$ cat src/design/daq_pkg.sv
package daq_pkg;

    ////////////////////
    // control word layout
    ////////////////////
    localparam int CMD_W  = 16;             // one word from the command path
    localparam int OPC_W  = 4;              // opcode in the top nibble
    localparam int DATA_W = CMD_W - OPC_W;  // data field, low 12 bits

    // opcodes, anything else is dropped
    localparam logic [OPC_W-1:0] OPC_DAC0        = 4'd1;
    localparam logic [OPC_W-1:0] OPC_DAC1        = 4'd2;
    localparam logic [OPC_W-1:0] OPC_DAC2        = 4'd3;
    localparam logic [OPC_W-1:0] OPC_HEADER      = 4'd4;
    localparam logic [OPC_W-1:0] OPC_CTEST       = 4'd5;   // clear / all / single chn
    localparam logic [OPC_W-1:0] OPC_ASIC_NUM    = 4'd6;
    localparam logic [OPC_W-1:0] OPC_ACQ_TIME    = 4'd7;
    localparam logic [OPC_W-1:0] OPC_READOUT_CHN = 4'd8;   // 1 -> chain 1, 0 -> chain 2
    localparam logic [OPC_W-1:0] OPC_SC_LOAD     = 4'd9;
    localparam logic [OPC_W-1:0] OPC_ACQ_START   = 4'd10;
    localparam logic [OPC_W-1:0] OPC_ACQ_STOP    = 4'd11;

    ////////////////////
    // microroc parameter fields
    ////////////////////
    localparam int DAC_W      = 10;  // discriminator threshold
    localparam int HEADER_W   = 8;
    localparam int CTEST_CHNS = 64;  // one test cap per channel
    localparam int CHN_IDX_W  = 6;
    localparam int ASIC_NUM_W = 3;   // n means n+1 asics on the chain
    localparam int ACQ_TIME_W = 12;  // in clk_40m cycles

    ////////////////////
    // slow control frame
    ////////////////////
    localparam int FRAME_BITS    = HEADER_W + 3 * DAC_W + CTEST_CHNS;  // 102 per asic
    localparam int SR_HALF       = 2;  // sr_ck half period in clk_40m cycles
    localparam int SR_RST_CYCLES = 4;  // sr_rstb low time before shifting

    // counter widths for the shifter
    localparam int DIV_W     = $clog2(2 * SR_HALF);
    localparam int BIT_CNT_W = $clog2(FRAME_BITS);
    localparam int RST_CNT_W = $clog2(SR_RST_CYCLES);

endpackage

$ cat src/design/cmd_decoder.sv
`timescale 1ns/1ns

module cmd_decoder (
    input  logic                             clk_40m,
    input  logic                             rst_n,
    input  logic                             cmd_valid,    // one cycle strobe per word
    input  logic [daq_pkg::CMD_W-1:0]        cmd_word,
    output logic [daq_pkg::DAC_W-1:0]        dac0,
    output logic [daq_pkg::DAC_W-1:0]        dac1,
    output logic [daq_pkg::DAC_W-1:0]        dac2,
    output logic [daq_pkg::HEADER_W-1:0]     header,
    output logic [daq_pkg::CTEST_CHNS-1:0]   ctest,
    output logic [daq_pkg::ASIC_NUM_W-1:0]   asic_num,
    output logic [daq_pkg::ACQ_TIME_W-1:0]   acq_time,
    output logic                             readout_chn,  // 1 chain 1, 0 chain 2
    output logic                             sc_load,      // registered pulse
    output logic                             acq_run       // level, start/stop
);
    import daq_pkg::*;

    logic [OPC_W-1:0]  opc;
    logic [DATA_W-1:0] data;

    // split the word
    assign opc  = cmd_word[CMD_W-1 -: OPC_W];
    assign data = cmd_word[DATA_W-1:0];

    ////////////////////
    // parameter registers
    ////////////////////
    always_ff @(posedge clk_40m or negedge rst_n) begin
        if (!rst_n) begin
            dac0        <= '0;
            dac1        <= '0;
            dac2        <= '0;
            header      <= '0;
            ctest       <= '0;
            asic_num    <= '0;
            acq_time    <= '0;
            readout_chn <= 1'b1;  // chain 1 by default
        end else if (cmd_valid) begin
            case (opc)
                OPC_DAC0:        dac0     <= data[DAC_W-1:0];
                OPC_DAC1:        dac1     <= data[DAC_W-1:0];
                OPC_DAC2:        dac2     <= data[DAC_W-1:0];
                OPC_HEADER:      header   <= data[HEADER_W-1:0];
                OPC_ASIC_NUM:    asic_num <= data[ASIC_NUM_W-1:0];
                OPC_ACQ_TIME:    acq_time <= data[ACQ_TIME_W-1:0];
                OPC_READOUT_CHN: readout_chn <= data[0];
                OPC_CTEST: begin
                    // bit 7 wins over bit 6, both win over the channel index
                    if (data[7]) begin
                        ctest <= '0;                       // clear mask
                    end else if (data[6]) begin
                        ctest <= '1;                       // all 64 channels
                    end else begin
                        ctest[data[CHN_IDX_W-1:0]] <= 1'b1;  // add one chn, keep the rest
                    end
                end
                default: ;  // actions and unknown opcodes touch no parameter
            endcase
        end
    end

    ////////////////////
    // action strobes
    ////////////////////
    always_ff @(posedge clk_40m or negedge rst_n) begin
        if (!rst_n) begin
            sc_load <= 1'b0;
            acq_run <= 1'b0;
        end else begin
            sc_load <= cmd_valid && (opc == OPC_SC_LOAD);  // one cycle only
            if (cmd_valid && opc == OPC_ACQ_START) begin
                acq_run <= 1'b1;
            end else if (cmd_valid && opc == OPC_ACQ_STOP) begin
                acq_run <= 1'b0;  // sequencer still finishes its cycle
            end
        end
    end

endmodule

$ cat src/design/sc_shifter.sv
`timescale 1ns/1ns

module sc_shifter (
    input  logic                             clk_40m,
    input  logic                             rst_n,
    input  logic                             sc_load,
    input  logic [daq_pkg::DAC_W-1:0]        dac0,
    input  logic [daq_pkg::DAC_W-1:0]        dac1,
    input  logic [daq_pkg::DAC_W-1:0]        dac2,
    input  logic [daq_pkg::HEADER_W-1:0]     header,
    input  logic [daq_pkg::CTEST_CHNS-1:0]   ctest,
    input  logic [daq_pkg::ASIC_NUM_W-1:0]   asic_num,
    output logic                             sr_rstb,     // chain register reset, active low
    output logic                             sr_ck,       // chain samples on rising edge
    output logic                             sr_in,
    output logic                             config_done
);
    import daq_pkg::*;

    typedef enum logic [1:0] {
        SC_IDLE,
        SC_RST,
        SC_SHIFT
    } sc_state_t;

    sc_state_t             state;
    logic [FRAME_BITS-1:0] frame_snap;  // parameters frozen at load
    logic [FRAME_BITS-1:0] shadow;      // current asic frame, shifts left
    logic [ASIC_NUM_W-1:0] asic_last;   // frozen asic_num
    logic [ASIC_NUM_W-1:0] asic_cnt;
    logic [BIT_CNT_W-1:0]  bit_cnt;
    logic [DIV_W-1:0]      div;         // phase inside one sr_ck period
    logic [RST_CNT_W-1:0]  rst_cnt;
    logic                  load_ok;
    logic                  rst_end;
    logic                  half_end;
    logic                  bit_end;
    logic                  frame_end;
    logic                  chain_end;

    assign load_ok   = sc_load && (state == SC_IDLE);  // loads while busy are dropped
    assign rst_end   = (rst_cnt == RST_CNT_W'(SR_RST_CYCLES - 1));
    assign half_end  = (div == DIV_W'(SR_HALF - 1));       // end of low phase
    assign bit_end   = (div == DIV_W'(2 * SR_HALF - 1));   // end of high phase
    assign frame_end = (bit_cnt == BIT_CNT_W'(FRAME_BITS - 1));
    assign chain_end = (asic_cnt == asic_last);

    ////////////////////
    // frame data
    ////////////////////
    always_ff @(posedge clk_40m) begin
        if (load_ok) begin
            // header, dac2, dac1, dac0, then ctest chn 63 down to 0
            frame_snap <= {header, dac2, dac1, dac0, ctest};
            asic_last  <= asic_num;
        end
        if (state == SC_RST && rst_end) begin
            shadow <= frame_snap;            // first asic
        end else if (state == SC_SHIFT && bit_end) begin
            if (frame_end) begin
                shadow <= frame_snap;        // same frame again for next asic
            end else begin
                shadow <= shadow << 1;       // msb out first
            end
        end
    end

    ////////////////////
    // sequencing and pins
    ////////////////////
    always_ff @(posedge clk_40m or negedge rst_n) begin
        if (!rst_n) begin
            state       <= SC_IDLE;
            sr_rstb     <= 1'b1;
            sr_ck       <= 1'b0;
            sr_in       <= 1'b0;
            config_done <= 1'b0;
            rst_cnt     <= '0;
            div         <= '0;
            bit_cnt     <= '0;
            asic_cnt    <= '0;
        end else begin
            config_done <= 1'b0;  // pulse
            case (state)
                SC_IDLE: begin
                    if (load_ok) begin
                        state   <= SC_RST;
                        sr_rstb <= 1'b0;
                        rst_cnt <= '0;
                    end
                end
                SC_RST: begin
                    rst_cnt <= rst_cnt + 1'b1;
                    if (rst_end) begin
                        state    <= SC_SHIFT;
                        sr_rstb  <= 1'b1;
                        div      <= '0;
                        bit_cnt  <= '0;
                        asic_cnt <= '0;
                        sr_in    <= frame_snap[FRAME_BITS-1];  // first bit while ck low
                    end
                end
                SC_SHIFT: begin
                    div <= div + 1'b1;
                    if (half_end) begin
                        sr_ck <= 1'b1;
                    end
                    if (bit_end) begin
                        sr_ck <= 1'b0;
                        div   <= '0;
                        if (!frame_end) begin
                            bit_cnt <= bit_cnt + 1'b1;
                            sr_in   <= shadow[FRAME_BITS-2];   // next bit
                        end else if (!chain_end) begin
                            bit_cnt  <= '0;
                            asic_cnt <= asic_cnt + 1'b1;
                            sr_in    <= frame_snap[FRAME_BITS-1];
                        end else begin
                            state       <= SC_IDLE;         // whole chain written
                            sr_in       <= 1'b0;
                            config_done <= 1'b1;
                        end
                    end
                end
                default: state <= SC_IDLE;
            endcase
        end
    end

endmodule

$ cat src/design/acq_sequencer.sv
`timescale 1ns/1ns

module acq_sequencer (
    input  logic                             clk_40m,
    input  logic                             rst_n,
    input  logic                             acq_run,      // level from decoder
    input  logic [daq_pkg::ACQ_TIME_W-1:0]   acq_time,
    input  logic                             readout_chn,  // 1 chain 1, 0 chain 2
    input  logic                             chipsatb,     // low = chip memory full
    input  logic                             end_readout1,
    input  logic                             end_readout2,
    output logic                             start_acq,
    output logic                             start_readout1,
    output logic                             start_readout2
);
    import daq_pkg::*;

    typedef enum logic [1:0] {
        ACQ_IDLE,
        ACQ_RUN,
        ACQ_RO_REQ,
        ACQ_WAIT_END
    } acq_state_t;

    acq_state_t            state;
    logic [ACQ_TIME_W-1:0] acq_cnt;   // cycles left in the window
    logic [ACQ_TIME_W-1:0] acq_len;
    logic                  chn_sel;   // chain of the pending readout
    logic                  end_hit;
    logic                  win_done;

    assign acq_len  = (acq_time == '0) ? ACQ_TIME_W'(1) : acq_time;  // 0 acts as 1
    assign end_hit  = chn_sel ? end_readout1 : end_readout2;
    assign win_done = (acq_cnt == ACQ_TIME_W'(1)) || !chipsatb;      // timeout or full

    always_ff @(posedge clk_40m or negedge rst_n) begin
        if (!rst_n) begin
            state          <= ACQ_IDLE;
            start_acq      <= 1'b0;
            start_readout1 <= 1'b0;
            start_readout2 <= 1'b0;
            acq_cnt        <= '0;
            chn_sel        <= 1'b1;
        end else begin
            case (state)
                ACQ_IDLE: begin
                    if (acq_run) begin
                        state     <= ACQ_RUN;
                        start_acq <= 1'b1;
                        acq_cnt   <= acq_len;
                    end
                end
                ACQ_RUN: begin
                    acq_cnt <= acq_cnt - 1'b1;
                    if (win_done) begin
                        state          <= ACQ_RO_REQ;
                        start_acq      <= 1'b0;
                        chn_sel        <= readout_chn;   // steer pulse and end select
                        start_readout1 <= readout_chn;
                        start_readout2 <= !readout_chn;
                    end
                end
                ACQ_RO_REQ: begin
                    state          <= ACQ_WAIT_END;  // pulse lasts one cycle
                    start_readout1 <= 1'b0;
                    start_readout2 <= 1'b0;
                end
                ACQ_WAIT_END: begin
                    // stop only takes effect here, never inside a window
                    if (end_hit) begin
                        if (acq_run) begin
                            state     <= ACQ_RUN;
                            start_acq <= 1'b1;
                            acq_cnt   <= acq_len;
                        end else begin
                            state <= ACQ_IDLE;
                        end
                    end
                end
                default: state <= ACQ_IDLE;
            endcase
        end
    end

endmodule

$ cat src/design/microroc_daq_top.sv
`timescale 1ns/1ns

module microroc_daq_top (
    input  logic                        clk_40m,
    input  logic                        rst_n,
    // command path
    input  logic                        cmd_valid,
    input  logic [daq_pkg::CMD_W-1:0]   cmd_word,
    // microroc slow control pins
    output logic                        sr_rstb,
    output logic                        sr_ck,
    output logic                        sr_in,
    output logic                        config_done,
    // daq control pins
    output logic                        start_acq,
    input  logic                        chipsatb,
    output logic                        start_readout1,
    output logic                        start_readout2,
    input  logic                        end_readout1,
    input  logic                        end_readout2
);
    import daq_pkg::*;

    ////////////////////
    // decoded parameters
    ////////////////////
    logic [DAC_W-1:0]      dac0;
    logic [DAC_W-1:0]      dac1;
    logic [DAC_W-1:0]      dac2;
    logic [HEADER_W-1:0]   header;
    logic [CTEST_CHNS-1:0] ctest;
    logic [ASIC_NUM_W-1:0] asic_num;
    logic [ACQ_TIME_W-1:0] acq_time;
    logic                  readout_chn;
    logic                  sc_load;   // to shifter
    logic                  acq_run;   // to sequencer

    cmd_decoder u_decoder (
        .clk_40m     (clk_40m),
        .rst_n       (rst_n),
        .cmd_valid   (cmd_valid),
        .cmd_word    (cmd_word),
        .dac0        (dac0),
        .dac1        (dac1),
        .dac2        (dac2),
        .header      (header),
        .ctest       (ctest),
        .asic_num    (asic_num),
        .acq_time    (acq_time),
        .readout_chn (readout_chn),
        .sc_load     (sc_load),
        .acq_run     (acq_run)
    );

    // serial config of the asic chain
    sc_shifter u_shifter (
        .clk_40m     (clk_40m),
        .rst_n       (rst_n),
        .sc_load     (sc_load),
        .dac0        (dac0),
        .dac1        (dac1),
        .dac2        (dac2),
        .header      (header),
        .ctest       (ctest),
        .asic_num    (asic_num),
        .sr_rstb     (sr_rstb),
        .sr_ck       (sr_ck),
        .sr_in       (sr_in),
        .config_done (config_done)
    );

    // acquisition window and readout handshake
    acq_sequencer u_acq (
        .clk_40m        (clk_40m),
        .rst_n          (rst_n),
        .acq_run        (acq_run),
        .acq_time       (acq_time),
        .readout_chn    (readout_chn),
        .chipsatb       (chipsatb),
        .end_readout1   (end_readout1),
        .end_readout2   (end_readout2),
        .start_acq      (start_acq),
        .start_readout1 (start_readout1),
        .start_readout2 (start_readout2)
    );

endmodule

$ cat config.mk
export PLATFORM = sky130hd
export DESIGN_NAME = microroc_daq_top
export DESIGN_NICKNAME = d
export VERILOG_FILES = /design/src/design/daq_pkg.sv /design/src/design/cmd_decoder.sv /design/src/design/sc_shifter.sv /design/src/design/acq_sequencer.sv /design/src/design/microroc_daq_top.sv
export SDC_FILE = /design/constraint.sdc
export NUM_CORES = 1
export LEC_CHECK = 0
export ABC_AREA = 1
export BUFFER_PORTS_ARGS = -buffer_cell sky130_fd_sc_hd__buf_2
export CAP_MARGIN = 0
export CORE_MARGIN = 1
export CORE_UTILIZATION = 25
export CTS_BUF_LIST = sky130_fd_sc_hd__clkbuf_16
export CTS_CLUSTER_DIAMETER = 40
export CTS_CLUSTER_SIZE = 20
export DETAILED_ROUTE_END_ITERATION = 6
export GPL_TIMING_DRIVEN = 0
export PLACE_DENSITY = 0.47
export SETUP_SLACK_MARGIN = 0.5
export SLEW_MARGIN = 10
export SYNTH_ARGS = -nofsm -noshare
export SYNTH_HDL_FRONTEND = slang
export SYNTH_SLANG_ARGS = --single-unit
$ cat constraint.sdc
create_clock -name clk_40m -period 8.5 [get_ports clk_40m]
set_input_delay 1.7 -clock clk_40m [delete_from_list [all_inputs] [get_ports clk_40m]]
set_output_delay 1.7 -clock clk_40m [all_outputs]
set_load 0.005 [all_outputs]
Word level (Yosys, flattened, before mapping)
Index checks and enable logic that the tools add are counted.

Order comparisons: 2. $add $sub $neg: 5. Equality and inequality tests: 32. Mux-type cells: 62. Bitwise logic cells: 1. Reductions and logical operators: 41.

Operator list (count): 101-bit 2-to-1 mux (3); 64-bit 2-to-1 mux (2); 64-bit bitwise OR (1); 12-bit 2-to-1 mux (3); 12-bit one-hot mux with 3 select lines (1); 7-bit 2-to-1 mux (4); 2-bit AND reduction (14); 1-bit 2-to-1 mux (22); 2-bit 2-to-1 mux (11); 4-bit by 3-bit == test with 1-bit output, second input constant (4); 4-bit == test, second input constant (4); 2-bit by 1-bit inequality test with 1-bit output, second input constant (7); 7-bit one-hot mux with 2 select lines (1); 12-bit by 1-bit == test with 1-bit output, second input constant (1); 12-bit zero test (1); 3-bit 2-to-1 mux (4); 3-bit AND reduction (4); 2-bit nonzero test (6); 12-bit by 1-bit subtractor with 12-bit output, second input constant (1); 2-bit == test, second input constant (5); 5-bit AND reduction (2); 4-bit by 2-bit == test with 1-bit output, second input constant (2); 1-bit one-hot mux with 2 select lines (4); 2-bit one-hot mux with 2 select lines (2); 22 further kinds (34).

Bits of input ports: 22. Output and inout bits: 7. Bits in registers: 364.

Depth between registers and ports, before layout
Gate-level depths: netlist of run 1.

Depth in word-level cells: 7. Depth in mapped cells: 11. Mapped depth without buffers: 11.

Modules after synthesis
A second synthesis of run 1 with hierarchy kept.

Cells, all modules: 1518. Area total of the unflattened synthesis: 15347.2 um^2.

By module, submodules not included: sc_shifter (area an instance 8714.6 um^2, cells each 676, times used 1, seq. area each 6687.7 um^2); cmd_decoder (area an instance 5231.3 um^2, cells each 628, times used 1, seq. area each 3004.1 um^2); acq_sequencer (area an instance 1401.3 um^2, cells each 214, times used 1, seq. area each 451.7 um^2).

Least setup slack after synthesis of run 1
No wires, ideal clock.

Path kind: register -> register. From: register u_shifter.state[0]. To: register u_shifter.shadow[0], enable pin. Setup time: 0.700 ns. Stages on the path, launching flop included: 5. Data required time: 7.800 ns. Period minus slack after synthesis: 8.651 ns. Arrival time: 7.951 ns. Buffers on the path: 0. Path slack: -0.151 ns. Cells stage by stage: dfrtp_1 -> inv_1 -> ha_1 -> clkinv_1 -> o21ai_0.

Cells in the longest elaborated chain, start to end: 3. Elaborated cells between the ends (all ways): 5. Those cells by class: 2 x eq/ne; 3 x reduce/logical.

Ends and longest elaborated chain: start, declared (line sc_shifter.sv:26) `sc_state_t state;`; start signal, assigned (line sc_shifter.sv:73) `state <= SC_IDLE;`; start signal, assigned (line sc_shifter.sv:87) `state <= SC_RST;`; start signal, assigned (line sc_shifter.sv:95) `state <= SC_SHIFT;`; 2-bit == test / 2-bit by 1-bit == test with 1-bit output (equally long branches) (line sc_shifter.sv:59, sc_shifter.sv:57); 1-bit logical AND, on equally long branches (line sc_shifter.sv:59, sc_shifter.sv:57); 2-bit nonzero test (no line) *; end signal, assigned (line sc_shifter.sv:58) `shadow <= frame_snap;`; end signal, assigned (line sc_shifter.sv:61) `shadow <= frame_snap;`; end signal, assigned (line sc_shifter.sv:63) `shadow <= shadow << 1;`; end, declared (line sc_shifter.sv:28) `logic [FRAME_BITS-1:0] shadow;`.

Mark *: on every way between the ends. The rest lies on a longest branch, timed or not. A chain may end at the register's enable or synchronous reset.

Worst setup path in the final report of run 1
From: input port cmd_word[2] (netlist name). To: register u_decoder.ctest[2] (netlist name).

Cells in the longest elaborated chain, start to end: 7. Elaborated cells between the ends (all ways): 8. Those cells by class: 2 x order compare; 4 x mux; 1 x bitwise; 1 x reduce/logical.

Ends and longest elaborated chain: start, declared (line microroc_daq_top.sv:8) `input logic [daq_pkg::CMD_W-1:0] cmd_word,`; 6-bit by 7-bit less-than comparator with 1-bit output (implied by the code) / 6-bit by 1-bit >= comparator with 1-bit output (equally long branches) (line cmd_decoder.sv:57) `ctest[data[CHN_IDX_W-1:0]] <= 1'b1;`; 1-bit logical AND (implied by the code) (line cmd_decoder.sv:57); 1-bit 2-to-1 mux (implied by the code) (line cmd_decoder.sv:57); 1-bit demux with 6-bit select *; 64-bit bitwise OR (no line) *; 64-bit 2-to-1 mux * (line cmd_decoder.sv:54) `end else if (data[6]) begin`; 64-bit 2-to-1 mux * (line cmd_decoder.sv:52) `if (data[7]) begin`; end signal, assigned (line cmd_decoder.sv:53) `ctest <= '0;`; end signal, assigned (line cmd_decoder.sv:55) `ctest <= '1;`; end signal, assigned by index (line cmd_decoder.sv:57); end, declared (line cmd_decoder.sv:12) `output logic [daq_pkg::CTEST_CHNS-1:0] ctest,`.

Marks and branches as above.

==> impl_results.md, run 1 <==
- Outcome: finished clean
- Fin crit period: 2920 ps
- Hold Startpoint: u_decoder.dac1[0]$_DFFE_PN0P_
- Worst hold slack: 438 ps
- # rows: 88
- Synth cell types: 32
- Grt met2 use: 0.192
- Period utilization: 0.344
- Cts hold-fix bufs: 0
- Slew Limit Fails: 0
- Crit Path Max Fanout: 10
- First-pass GRT wire length: 54,200 µm
- Sequential area share after synthesis: 0.686
- Fill count: 5,914
- Worst path max stage delay: 710 ps
- CP arrival: 3390 ps
- Post-layout net count: 1,537
- Synth Register Bits: 364
- Post-synthesis area per instance: 10.5 µm²
- Post-Syn Instances: 1,407
- PwrDens: 303 mW/mm²
- Ys flop type: edfxtp_1
- DRT Pass-1 Iters: 7
- Hold-critical path depth: 0
- Final ANT Viol Nets: 0
- Slowest CP cell: nand3_1
- Die Area: 0.0601 mm²
- CTS tree: yes
- Drt wl/cell: 14.6 µm
- Layout cells sized above 1: 0.122
- Largest net degree at the start of global routing: 85
- Worst-skew pair later-pin latency: 600 ps
- Leak pwr: 7.54 nW
- Post-Place Cells: 2,207
- Routing usage on met3: 0.0257
- R2R setup slack: 6060 ps
- Vias in the first global route: 9,980
- Final setup viols: 0
- Crit path buf inv count: 2
- CP top delay family: simple AND/OR/NAND/NOR gates
- Reg-to-reg startpoint: u_shifter.state[0]$_DFFE_PN0P_
- CTS root buf: clkbuf_16
- Post-route insts no fill: 2,308
- Pwr Total: 0.00545 W
- Commonest non-fill, non-tap cell in the layout: nand2_1
- Number of enable flip-flop cells after synthesis: 206
- Critical path class: primary input to flip-flop
- Max VDD drop: 174 µV
- Gpl congestion: 0.774
- Die Wd: 245 µm
- Post-CTS setup buffers: 0
- Grt ovf: 0
- Critical path, cell by cell: buf_2 -> clkinv_1 -> nand3_1 -> o21ai_0 -> a21oi_1 -> nor2_1
- Met1 usage: 0.144
- FF-to-FF End: u_shifter.shadow[22]$_DFFE_PP_
- Gr usage total: 0.114
- Syn Std Cell Area: 0.0148 mm²
- Worst EP required: 8960 ps
- DRC: 0
- DPL Wire Length: 21,200 µm
- Reg2Reg Depth: 7
- Clk_skew: 22.6 ps
- Initial core utilization: 0.255
- N_diodes: 0
- TritonCTS buffer count: 54
- Resized Gates After CTS: 0
- WL final: 33,600 µm
- Max-slew headroom: 0.542
- Area Overhead vs Synth: 21.5%
- Multi-input gate area: 0.00410 mm²
- Total number of vias: 10,000
- Syn nets: 1,446
- Die Span Y: 245 µm
- Worst-Margin Slew: 687 ps
- Initial drt markers: 502
- Clock-pin transition on the worst setup and hold timing paths: 60 ps
- Initial antenna violation count: 1
- Final std cell area, no fill: 0.0180 mm²
- Number of cells on the critical path: 6
- Async SR Flop Fraction: 0.434
- HP Class: flip-flop to flip-flop
- FMAX: 342 MHz
- I/O Buffers: 28
- RSZ-0062 raised after global routing: false
- # clock sinks: 364
- Placed instance area: 0.0161 mm²
- Commonest cells after routing, fill and taps aside: nand2_1 (480), edfxtp_1 (206), dfrtp_1 (155)
- Max Buffers Root-to-Sink: 3
- Core area: 0.0580 mm²
- Startpoint types: primary input
- Number of I/O pins: 29
- Hold endpoint: u_shifter.frame_snap[74]$_DFFE_PP_
- Hold Fails Final Rpt: 0
- CTS H-Tree Depth: 2
- Via/cell ratio: 4.33
- Max_cap viols: 0
- Syn. warnings: 0
- Critical path endpoint category: flip-flop
- FF/Latch Area: 0.0101 mm²
- Final core occ: 0.310
- GR peak layer: met2
synthesized netlist by cell type (7+ instances only):
cell type / number / area share
buf_4: 11 / 0.0056
o21ai_0: 139 / 0.047
buf_2: 28 / 0.0095
nor2_1: 106 / 0.027
a21oi_1: 80 / 0.027
clkbuf_1: 18 / 0.0046
nand4_1: 7 / 0.0030
ha_1: 17 / 0.014
nand2_1: 480 / 0.12
edfxtp_1: 206 / 0.42
dfrtp_1: 155 / 0.26
inv_1: 66 / 0.017
nand3_1: 57 / 0.019
cells by family after synthesis:
logic type / count (synthesis) / synth area share
adders and majority gates: 17 / 0.0144
DFF: 364 / 0.686
buffers and inverters: 128 / 0.0377
AOI/OAI and AO/OA: 227 / 0.0781
and+or+nand+nor: 668 / 0.182
xor gates and xnor gates: 3 / 0.00178
through the flow:
step	TNS, ps	worst slack (ps)
global route	0	5530
global placement	-21480	-227
finish	0	5580
CTS	0	5530
floorplan	0	2580
detailed placement	0	4980
worst max-delay path by stage:
stage                                         startpoint                               to  slack (ps)
final                                        cmd_word[2]   u_decoder.ctest[2]$_DFFE_PN0P_        5580
after global routing                         cmd_word[2]   u_decoder.ctest[2]$_DFFE_PN0P_        5530
after CTS                  u_shifter.sr_rstb$_DFFE_PN1P_                          sr_rstb        5530
after detailed placement                     cmd_word[1]  u_decoder.ctest[36]$_DFFE_PN0P_        4980
after global placement    u_shifter.state[0]$_DFFE_PN0P_   u_shifter.shadow[24]$_DFFE_PP_        -230
after floorplan           u_shifter.state[0]$_DFFE_PN0P_    u_shifter.shadow[0]$_DFFE_PP_        2580
flip-flops by register name (all words and copies together), names as in the netlist, 2 cells and up:
| signal | count |
|---|---|
| u_decoder.ctest | 64 |
| u_decoder.acq_time | 12 |
| u_decoder.dac1 | 10 |
| u_shifter.shadow | 101 |
| u_shifter.frame_snap | 102 |
| u_shifter.div | 2 |
| u_acq.acq_cnt | 12 |
| u_shifter.state | 2 |
| u_decoder.dac2 | 10 |
| u_shifter.rst_cnt | 2 |
| u_decoder.dac0 | 10 |
| u_shifter.asic_cnt | 3 |
| u_shifter.bit_cnt | 7 |
| u_decoder.header | 8 |
| u_decoder.asic_num | 3 |
| u_shifter.asic_last | 3 |
| u_acq.state | 2 |
final cells by class:
| cell class | count | area share |
|---|---|---|
| Sequential cell | 364 | 0.565 |
| Multi-Input combinational cell | 915 | 0.228 |
| Clock buffer | 54 | 0.0752 |
| Tap cell | 765 | 0.0533 |
| Clock inverter | 47 | 0.0288 |
| Timing Repair Buffer | 35 | 0.0187 |
| Buffer | 57 | 0.0162 |
| Inverter | 71 | 0.0151 |
where the power goes:
group | internal (W) | leakage [nW] | switching [W] | total (W)
combinational | 0.000292 | 2.79 | 0.000553 | 0.000845
sequential | 0.00219 | 3.85 | 0.000143 | 0.00233
clock | 0.00136 | 0.910 | 0.000914 | 0.00227
metal layers:
metal  up-vias  wire, µm
li1       4904         -
met1      4837     15100
met2       192     16200
met3        66      1500
met4         2       803
met5         -        10
No activity file was read; power rests on OpenSTA's default activity.
==> run 2: changes to the inputs <==
--- a/config.mk
+++ b/config.mk
@@ -15,7 +15,7 @@
 export CTS_CLUSTER_SIZE = 20
 export DETAILED_ROUTE_END_ITERATION = 6
 export GPL_TIMING_DRIVEN = 0
-export PLACE_DENSITY = 0.47
+export PLACE_DENSITY = 0.46
 export SETUP_SLACK_MARGIN = 0.5
 export SLEW_MARGIN = 10
 export SYNTH_ARGS = -nofsm -noshare
==> constraint.sdc (replaced) <==
create_clock -name clk_40m -period 2.8 [get_ports clk_40m]
set_input_delay 0.56 -clock clk_40m [delete_from_list [all_inputs] [get_ports clk_40m]]
set_output_delay 0.56 -clock clk_40m [all_outputs]
set_load 0.005 [all_outputs]
==> impl_results.md, run 2 (synthesis results as in run 1) <==
- Total number of vias: 9,961
- Worst-Margin Slew: 689 ps
- Commonest non-fill, non-tap cell in the layout: nand2_1
- Commonest cells after routing, fill and taps aside: nand2_1 (479), edfxtp_1 (206), dfrtp_1 (155)
- Reg with most FFs: u_shifter.frame_snap
- Final setup viols: 0
- Crit Path Max Fanout: 28
- Critical path class: flip-flop to flip-flop
- Top Registers: u_shifter.frame_snap x102, u_shifter.shadow x101, u_decoder.ctest x64
- Layout cells sized above 1: 0.129
- Gpl congestion: 0.802
- Hold Fails Final Rpt: 0
- WL final: 34,300 µm
- Startpoint types: flip-flop
- Critical path endpoint category: flip-flop
- CTS H-Tree Depth: 2
- CTS root buf: clkbuf_16
- FMAX: 478 MHz
- Largest net degree at the start of global routing: 89
- # clock sinks: 364
- N_diodes: 0
- Max_cap viols: 0
- Initial core utilization: 0.255
- Post-Place Cells: 2,208
- TritonCTS buffer count: 56
- Initial drt markers: 554
- Max-slew headroom: 0.539
- Worst-skew pair later-pin latency: 600 ps
- Slew Limit Fails: 0
- Pwr Total: 0.0167 W
- Final WS setup: 708 ps
- Grt ovf: 0
- Die Area: 0.0601 mm²
- Post-layout net count: 1,542
- Resized Gates After CTS: 0
- Die Wd: 245 µm
- Worst EP required: 3090 ps
- Number of I/O pins: 29
- I/O Buffers: 28
- Clk_skew: 13.2 ps
- # rows: 88
- Fill count: 5,961
- Max reg flops: 102
- Pre-CTS WS: 424 ps
- Clock-pin transition on the worst setup and hold timing paths: 60 ps
- Max VDD drop: 511 µV
- Area Overhead vs Synth: 22.2%
- Placed instance area: 0.0161 mm²
- HP Class: primary input to flip-flop
- Die Span Y: 245 µm
- DRT Pass-1 Iters: 4
- Via/cell ratio: 4.30
- Period utilization: 0.747
- Final ANT Viol Nets: 0
- DPL Wire Length: 21,500 µm
- Gr usage total: 0.118
- Max Buffers Root-to-Sink: 3
- Initial antenna violation count: 1
- Drt wl/cell: 14.8 µm
- Fin crit period: 2090 ps
- Post-route insts no fill: 2,316
- Final std cell area, no fill: 0.0181 mm²
- First-pass GRT wire length: 55,600 µm
- Leak pwr: 7.59 nW
- Vias in the first global route: 10,200
- PwrDens: 926 mW/mm²
- DRC: 0
- CTS tree: yes
- RSZ-0062 raised after global routing: false
- CP arrival: 2380 ps
- Outcome: finished clean
- Core area: 0.0580 mm²
[run 2: cell count changes in the layout (fill, tap and decap cells not counted), moves of 2 or more]
| cell | previous run | this run |
|---|---|---|
| ha_1 | 17 | 15 |
| clkinv_4 | 3 | 7 |
| clkbuf_16 | 54 | 57 |
| inv_8 | 7 | 5 |
| buf_16 | 6 | 2 |
| clkinv_1 | 8 | 6 |
| buf_12 | 1 | 6 |
| clkinv_2 | 3 | 5 |
| clkinv_8 | 1 | 5 |
| inv_6 | 13 | 8 |
| inv_2 | 2 | 4 |
[run 2: critical path: stages (launching register included)]
cell     delay, ps
dfrtp_1        430
inv_2          100
ha_1           270
nand2_1        180
o21ai_4        140
buf_16         210
buf_12         210
buf_12         210
[run 2: worst paths after layout]
path                                                startpoint                                  to  slack [ps]  cells past startpoint
worst min-delay path                              cmd_word[10]  u_decoder.acq_time[10]$_DFFE_PN0P_         220                      3
worst max register to register  u_shifter.state[1]$_DFFE_PN0P_      u_shifter.shadow[34]$_DFFE_PP_         710                      7
worst max-delay path            u_shifter.state[1]$_DFFE_PN0P_      u_shifter.shadow[34]$_DFFE_PP_         710                      7
worst min register to register   u_decoder.dac1[8]$_DFFE_PN0P_  u_shifter.frame_snap[82]$_DFFE_PP_         440                      0
min in group asynchronous                                rst_n        u_acq.acq_cnt[7]$_DFFE_PN0P_         510                      2
max in group asynchronous                                rst_n     u_decoder.ctest[29]$_DFFE_PN0P_        1370                      3
[run 2: per-stage QoR]
stage | utilization | TNS [ps] | hold slack [ps]
floorplan | - | 0 | 264
detailed placement | 0.278 | 0 | 431
global route | 0.311 | 0 | 213
finish | 0.311 | 0 | 218
global placement | 0.274 | -440690 | 427
CTS | 0.311 | 0 | 173
[run 2: repair_timing]
| item | 4_1_cts | 5_1_grt |
|---|---|---|
| hold endpoints to repair | 69 | 0 |
| buffers inserted | 0 | 1 |
| hold buffers | 1 | 0 |
| setup endpoints to repair | 0 | 52 |
[run 2: where the power goes]
group	internal, W	switching, W	leakage, nW
Clock	0.00428	0.00277	0.956
Sequential	0.00665	0.000443	3.85
Combinational	0.000886	0.00170	2.79
[run 2: final cells by class]
cell class,count,area [µm²],area share
sequential,364,10100,0.562
multi-input combinational,915,4120,0.228
clock buffer,57,1430,0.0790
tap,765,957,0.0530
clock inverter,49,513,0.0284
timing repair buffer,38,343,0.0190
buffer,57,290,0.0161
inverter,71,275,0.0152
[run 2: per-layer routing]
metal	share of wire	GRT usage	vias up
met5	0.00029	0	-
met1	0.46	0.152	4823
met2	0.47	0.191	168
met4	0.027	0.0504	2
li1	-	-	4910
met3	0.043	0.0229	58
